==> src/include/dmem_settings.svh <==
// Sizing macros for the data memory
// Byte capacity and the word-address width derived from it

`ifndef DMEM_SETTINGS_SVH
`define DMEM_SETTINGS_SVH

// Total data memory capacity in bytes
`define DMEM_BYTES 1024

// Bits needed to address one 32-bit word, log2 of DMEM_BYTES / 4
`define DMEM_WORD_AW 8

`endif

==> src/design/dmem_pkg.sv <==
// Types for the data memory array port
// Word type as four byte lanes and the memory request bundle

`include "dmem_settings.svh"

package dmem_pkg;

	// One memory word held as four bytes, index 0 is the low lane
	typedef logic [3:0][7:0] dmem_word_t;

	// Request bundle from the load/store unit into the memory array
	typedef struct packed {
		// Access strobe, the array only drives read data while this is high
		logic                     stb;
		// Write when high, read otherwise
		logic                     we;
		// One enable per byte lane, bit 0 covers bits 7:0 of the word
		logic [3:0]               byte_en;
		// Word index into the array
		logic [`DMEM_WORD_AW-1:0] word_addr;
		// Store data already shifted into its byte lanes
		logic [31:0]              wdata;
	} dmem_req_t;

endpackage

==> src/design/lsu_pkg.sv <==
// Types for the core-side load/store interface
// Access opcode, fault code, request and response bundles

package lsu_pkg;

	// Top bit marks a store, the low three bits mirror the RISC-V funct3
	typedef enum logic [3:0] {
		LB  = 4'b0000,
		LH  = 4'b0001,
		LW  = 4'b0010,
		LBU = 4'b0100,
		LHU = 4'b0101,
		SB  = 4'b1000,
		SH  = 4'b1001,
		SW  = 4'b1010
	} lsu_op_e;

	// Reason an access was refused
	typedef enum logic [1:0] {
		FAULT_NONE       = 2'd0,
		FAULT_MISALIGNED = 2'd1,
		FAULT_RANGE      = 2'd2
	} lsu_fault_e;

	// One access from the core, valid is a single-cycle strobe
	typedef struct packed {
		logic        valid;
		lsu_op_e     op;
		logic [31:0] addr;
		logic [31:0] wdata;
	} lsu_req_t;

	// Answer to the core, returned one cycle after the request
	typedef struct packed {
		logic        valid;
		logic [31:0] rdata;
		lsu_fault_e  fault;
	} lsu_rsp_t;

endpackage

==> src/design/load_store_unit.sv <==
// Load/store unit in front of the data memory
// Opcode decode, alignment and range faults, store lane forming,
// load lane extraction with sign or zero extension, registered response

`include "dmem_settings.svh"

module load_store_unit (
	input  logic                 clk,
	input  logic                 i_rst_n,
	input  lsu_pkg::lsu_req_t    i_req,
	output dmem_pkg::dmem_req_t  o_mem,
	input  logic [31:0]          i_mem_rdata,
	output lsu_pkg::lsu_rsp_t    o_rsp
);

	import dmem_pkg::*;
	import lsu_pkg::*;

	// Decoded access properties
	logic        is_store;
	logic        is_byte;
	logic        is_half;
	logic        is_signed;
	logic [2:0]  acc_bytes;

	// Address one past the last byte touched, one bit wider to catch carry
	logic [32:0] acc_end;
	lsu_fault_e  fault;

	// Lane forming and extraction
	logic [3:0]  size_mask;
	logic [4:0]  lane_shift;
	logic [31:0] lane_rdata;
	logic [31:0] load_data;

	// Next response value
	lsu_rsp_t    rsp_d;

	// Size and signedness come straight from the opcode
	always_comb
	begin
		is_byte = 1'b0;
		is_half = 1'b0;
		case (i_req.op)
			LB, LBU, SB: is_byte = 1'b1;
			LH, LHU, SH: is_half = 1'b1;
			// Word accesses leave both flags low
			default: ;
		endcase
		is_store  = i_req.op inside {SB, SH, SW};
		is_signed = i_req.op inside {LB, LH};
		acc_bytes = is_byte ? 3'd1 : (is_half ? 3'd2 : 3'd4);
	end

	// Alignment is checked first and wins over the range check
	always_comb
	begin
		acc_end = {1'b0, i_req.addr} + {30'd0, acc_bytes};
		if ((is_half && i_req.addr[0])
			|| (!is_byte && !is_half && (i_req.addr[1:0] != 2'b00)))
		begin
			fault = FAULT_MISALIGNED;
		end
		else if (acc_end > 33'(`DMEM_BYTES))
		begin
			fault = FAULT_RANGE;
		end
		else
		begin
			fault = FAULT_NONE;
		end
	end

	// Low two address bits pick the starting lane
	assign lane_shift = {i_req.addr[1:0], 3'b000};
	assign size_mask  = is_byte ? 4'b0001 : (is_half ? 4'b0011 : 4'b1111);

	// Memory request, a faulting access never reaches the array
	always_comb
	begin
		o_mem.stb       = i_req.valid && (fault == FAULT_NONE);
		o_mem.we        = is_store;
		o_mem.byte_en   = o_mem.stb ? (size_mask << i_req.addr[1:0]) : 4'b0000;
		o_mem.word_addr = i_req.addr[`DMEM_WORD_AW+1:2];
		// Bits shifted past lane 3 are dropped, unused lanes are not enabled
		o_mem.wdata     = i_req.wdata << lane_shift;
	end

	// Move the addressed byte or halfword down to bit 0
	assign lane_rdata = i_mem_rdata >> lane_shift;

	// LB and LH copy the top bit up, LBU and LHU fill with zeros
	always_comb
	begin
		if (is_byte)
		begin
			load_data = {{24{is_signed & lane_rdata[7]}}, lane_rdata[7:0]};
		end
		else if (is_half)
		begin
			load_data = {{16{is_signed & lane_rdata[15]}}, lane_rdata[15:0]};
		end
		else
		begin
			load_data = lane_rdata;
		end
	end

	// Only a successful load returns data
	// Stores and faults answer with zero
	always_comb
	begin
		rsp_d.valid = i_req.valid;
		rsp_d.fault = i_req.valid ? fault : FAULT_NONE;
		rsp_d.rdata = (o_mem.stb && !is_store) ? load_data : 32'd0;
	end

	// Response appears one cycle after the request
	always_ff @(posedge clk or negedge i_rst_n)
	begin
		if (!i_rst_n)
		begin
			o_rsp <= '0;
		end
		else
		begin
			o_rsp <= rsp_d;
		end
	end

endmodule

==> config.mk <==
export PLATFORM = sky130hd
export DESIGN_NAME = load_store_unit
export DESIGN_NICKNAME = d
export VERILOG_FILES = /design/src/design/dmem_pkg.sv /design/src/design/lsu_pkg.sv /design/src/design/load_store_unit.sv
export VERILOG_INCLUDE_DIRS = /design/src /design/src/include
export SDC_FILE = /design/constraint.sdc
export NUM_CORES = 1
export LEC_CHECK = 0
export BUFFER_PORTS_ARGS = -buffer_cell sky130_fd_sc_hd__buf_2
export CORE_MARGIN = 2
export CORE_UTILIZATION = 46
export DETAILED_ROUTE_END_ITERATION = 10
export PLACE_DENSITY = 0.89
export REMOVE_ABC_BUFFERS = 1
export SKIP_CTS_REPAIR_TIMING = 1
export SYNTH_ARGS = -nofsm -noshare
export SYNTH_HDL_FRONTEND = slang
export SYNTH_SLANG_ARGS = --single-unit
==> constraint.sdc <==
create_clock -name clk -period 9.4 [get_ports clk]
set_input_delay 2.35 -clock clk [delete_from_list [all_inputs] [get_ports clk]]
set_output_delay 2.35 -clock clk [all_outputs]
set_load 0.01 [all_outputs]
== After elaboration in Yosys (flattened, before gate mapping) ==
Cells that the tools add are included.

* Bits in registers: 35
* Input port bits: 103
* Output and inout port bits: 81

* Add/subtract/negate cells: 1
* Magnitude comparators: 1
* Eq/ne operators: 6
* Shifts and indexed selects: 3
* Multiplexer cells: 13
* Bitwise logic cells: 2
* Reduce and logical (&&, ||, !) cells: 16

{| class="wikitable"
|+ Operators by type and width
! operator !! count
|-
| $mux 32 || 3
|-
| $add 32x3->33 || 1
|-
| $gt 33x11->1 const B || 1
|-
| $shl 32x5->32 || 1
|-
| $shr 32x5->32 || 1
|-
| $eq 4x4->1 const B || 3
|-
| $mux 4 || 3
|-
| $eq 4x3->1 const B || 2
|-
| $mux 2 || 3
|-
| $mux 3 || 2
|-
| $reduce_or 3->1 || 2
|-
| $logic_and 1x1->1 || 5
|-
| $eq 4x1->1 const B || 1
|-
| $logic_not 4->1 || 1
|-
| $reduce_bool 2->1 || 2
|-
| $shl 4x2->4 || 1
|-
| $logic_not 1->1 || 3
|-
| $reduce_bool 3->1 || 1
|-
| $and 1x1->1 || 2
|-
| $logic_not 2->1 || 1
|-
| $mux 1 || 2
|-
| $logic_or 1x1->1 || 1
|}

== Logic depth before layout (Yosys ltp) ==
* Depth in word-level cells: 13
* Gate-level depth with buffers: 16

== Worst setup path after synthesis ==
No wires, ideal clock.

* Kind: input to output
* Start: in i_req[66] in the netlist's numbering
* End: out o_mem[43] in the netlist's numbering
* Arrival: 6.424 ns
* Data required time: 7.050 ns
* Setup slack: 0.626 ns
* Cell stages on the path: 15
* Path buffers: 4
* Path through: buf_2 -> a21o_1 -> clkbuf_1 -> nor2_1 -> clkbuf_1 -> ha_1 -> fa_1 -> a221oi_2 -> nor4_4 -> a41o_1 -> a221o_1 -> or4_1 -> or4b_4 -> buf_2 -> nor4_2

{| class="wikitable"
|+ RTL lines
! item !! RTL line !! source
|-
| from (decl) || load_store_unit.sv:10 || <nowiki>input lsu_pkg::lsu_req_t i_req,</nowiki>
|-
| to (decl) || load_store_unit.sv:11 || <nowiki>output dmem_pkg::dmem_req_t o_mem,</nowiki>
|}

==> run_results.csv <==
group,metric,value,unit
clocking,cts.root.buffer_cell,"clkbuf_8",
logic_synthesis,synth_seq_cells,35,
sta,slew_violations,0,
final_layout,largest_register,"o_rsp",
clocking,clockBufferDepth,2,
grt,grt-ovfl-total,0,
final_layout,layout_commonest_cell,"buf_2",
grt,grt_max_degree,71,
sta,max_freq,114,MHz
final_layout,drive_gt1_frac,0.423,
route,drtPass1Iterations,5,
floorplan,fp.coreArea,0.00721,mm2
final_layout,final_cell_mix,"183 x buf_2, 35 x dfrtp_1, 30 x mux2i_1",
sta,rsz0062_at_grt,"false",
place,gp_congestion,0.873,
worst_setup_path,crit_path_start_kind,"input pin",
place,place_area,0.00428,mm2
logic_synthesis,synth-edff-count,0,
final_layout,fillers,656,
job,maxCapViolations,0,
outcome,status,"complete, no violations",
place,dp_slack,0.646,ns
floorplan,dieArea,0.00813,mm2
worst_setup_path,required,7.05,ns
logic_synthesis,avgSynthCellArea,8.52,um2
logic_synthesis,syn_inst,401,
pwr,powerDensity,95.3,mW/mm2
pwr,ir_worst_vdd,0.0734,mV
logic_synthesis,yosys_most_used_dff,"dfrtp_1",
route,vias,3876,
final_layout,multi_input_area,0.00230,mm2
sta,slew_headroom,0.359,
logic_synthesis,synthTopCellsByArea,"dfrtp_1 26%, mux2i_1 8.8%, a211oi_2 5.9%",
sta,period_needed,8.78,ns
grt,grt_pass1_wl,17.7,mm
floorplan,start_util,0.473,
final_layout,diodes,0,
sta,setup_viol,0,
sta,whs,2.13,ns
clocking,tritoncts,"built",
clocking,cts.htree.levels,2,
route,avgRoutedWirePerCell,16.9,um
worst_setup_path,crit_fanout,37,
logic_synthesis,synth_top_area_cell,"dfrtp_1",
route,antenna_left,0,
floorplan,die_w,90.2,um
logic_synthesis,ys_types,61,
worst_setup_path,worst_ep_arrival_time,6.43,ns
clocking,clkTransAtPathRegs,0.08,ns
final_layout,final_net_count,662,
route,via_per_inst,5.92,
logic_synthesis,synth_top_area_share,0.256,
place,dpl.hpwl,8.41,mm
sta,tightest_slew,0.962,ns
route,drt_iter0_markers,228,
floorplan,rows,31,
grt,grt_usage,0.264,
floorplan,pin_count,184,
floorplan,die_y,90.2,um
clocking,cts_sinks,35,
grt,antenna_found_initial,0,
final_layout,largest_register_ffs,35,
route,wirelength,11.1,mm
pwr,p_leak,2.07,nW
sta,layout_worst_path_cycle_share,0.934,
logic_synthesis,syn-cell-area,0.00342,mm2
sta,hold_violations,0,
grt,grt_pass1_vias,3747,
logic_synthesis,yosysSeqAreaShare,0.256,
clocking,cts_buffers,5,
pwr,power,419,uW
place,io_buffers,183,
final_layout,syn2layout_area_growth,28.6,%
worst_setup_path,path_class,"in -> out",
min_path,hold_class,"in -> async",
sta,setup_slack,0.620,ns
final_layout,design_area,0.00439,mm2
logic_synthesis,async_reset_ff_frac,1.00,
worst_setup_path,worstSetupEndpointType,"primary output",
route,drcViolationCount,0,
sta,tns,0,ns
final_layout,top_regs,"o_rsp (35)",
logic_synthesis,synth_warnings,0,
final_layout,register_area,876,um2
## cell families after synthesis
group                      synth area share
xor gates and xnor gates             0.0231
DFF                                   0.256
muxes                                 0.101
AOI/OAI and AO/OA                     0.268
buffers and inverters                0.0711
adders and majority gates            0.0198
and+or+nand+nor                       0.260
## critical path: stages
cell      delay (ns)
buf_2           0.16
a21o_1          0.16
nor2_1          0.05
buf_4           0.16
ha_1            0.21
fa_1            0.45
a221oi_2        0.45
nor4_4          0.13
a41o_1          0.21
a221o_1         0.29
or4_1           0.52
or4b_4          0.50
buf_4           0.31
nor4_2          0.28
buf_2           0.16
## layer usage
layer | global-route usage | share of wire | up-vias
li1 | - | - | 1803
met1 | 0.320 | 0.40 | 1807
met2 | 0.461 | 0.50 | 234
met3 | 0.0386 | 0.072 | 32
met4 | 0.122 | 0.033 | 0
met5 | 0 | 0 | -
## report_power, final
group,switching (mW),internal (mW)
Sequential,0.000253,0.151
Clock,0.0565,0.0789
Combinational,0.0789,0.0529
## final timing paths
check	startpoint	endpoint	slack (ns)	cells past startpoint
min in group clk	i_req[68]	o_rsp[34]	2.22	1
setup / recovery	i_req[66]	o_mem[43]	0.62	15
max in group asynchronous	i_rst_n	o_rsp[11]	6.78	1
hold / removal	i_rst_n	o_rsp[2]	2.13	1
## cell usage after synthesis (all sizes together), types with 2 or more instances
cell type,n
nand4,7
nor2b,17
and2,16
a21o,2
a21oi,27
and4,2
nand2,27
nand2b,2
ha,3
a211oi,38
dfrtp,35
nor3,19
or4b,2
mux2i,30
a41o,2
mux2,2
or3,5
a31oi,3
and3,3
nor4b,2
xor2,2
o21ai,23
inv,8
a211o,2
nand3,14
o31a,2
xnor2,7
clkbuf,22
o2111ai,2
or4,2
nor2,21
nor4,6
buf,19
a2111oi,9
nor3b,4
o22ai,2
## stage by stage
step	instances	util
after floorplan	360	-
after global placement	647	0.593
after detailed placement	647	0.593
after CTS	655	0.609
after global routing	655	0.609
final	655	0.609
## area by class of cell
cell class              count  area share
multi-input cells         317       0.523
repair buffers            188       0.217
flip-flops and latches     35       0.199
well taps                  99      0.0282
clock buffers               5      0.0157
clock inverters             3     0.00997
inverters                   8     0.00684
Note: power is estimated with default switching activity, not from simulation.
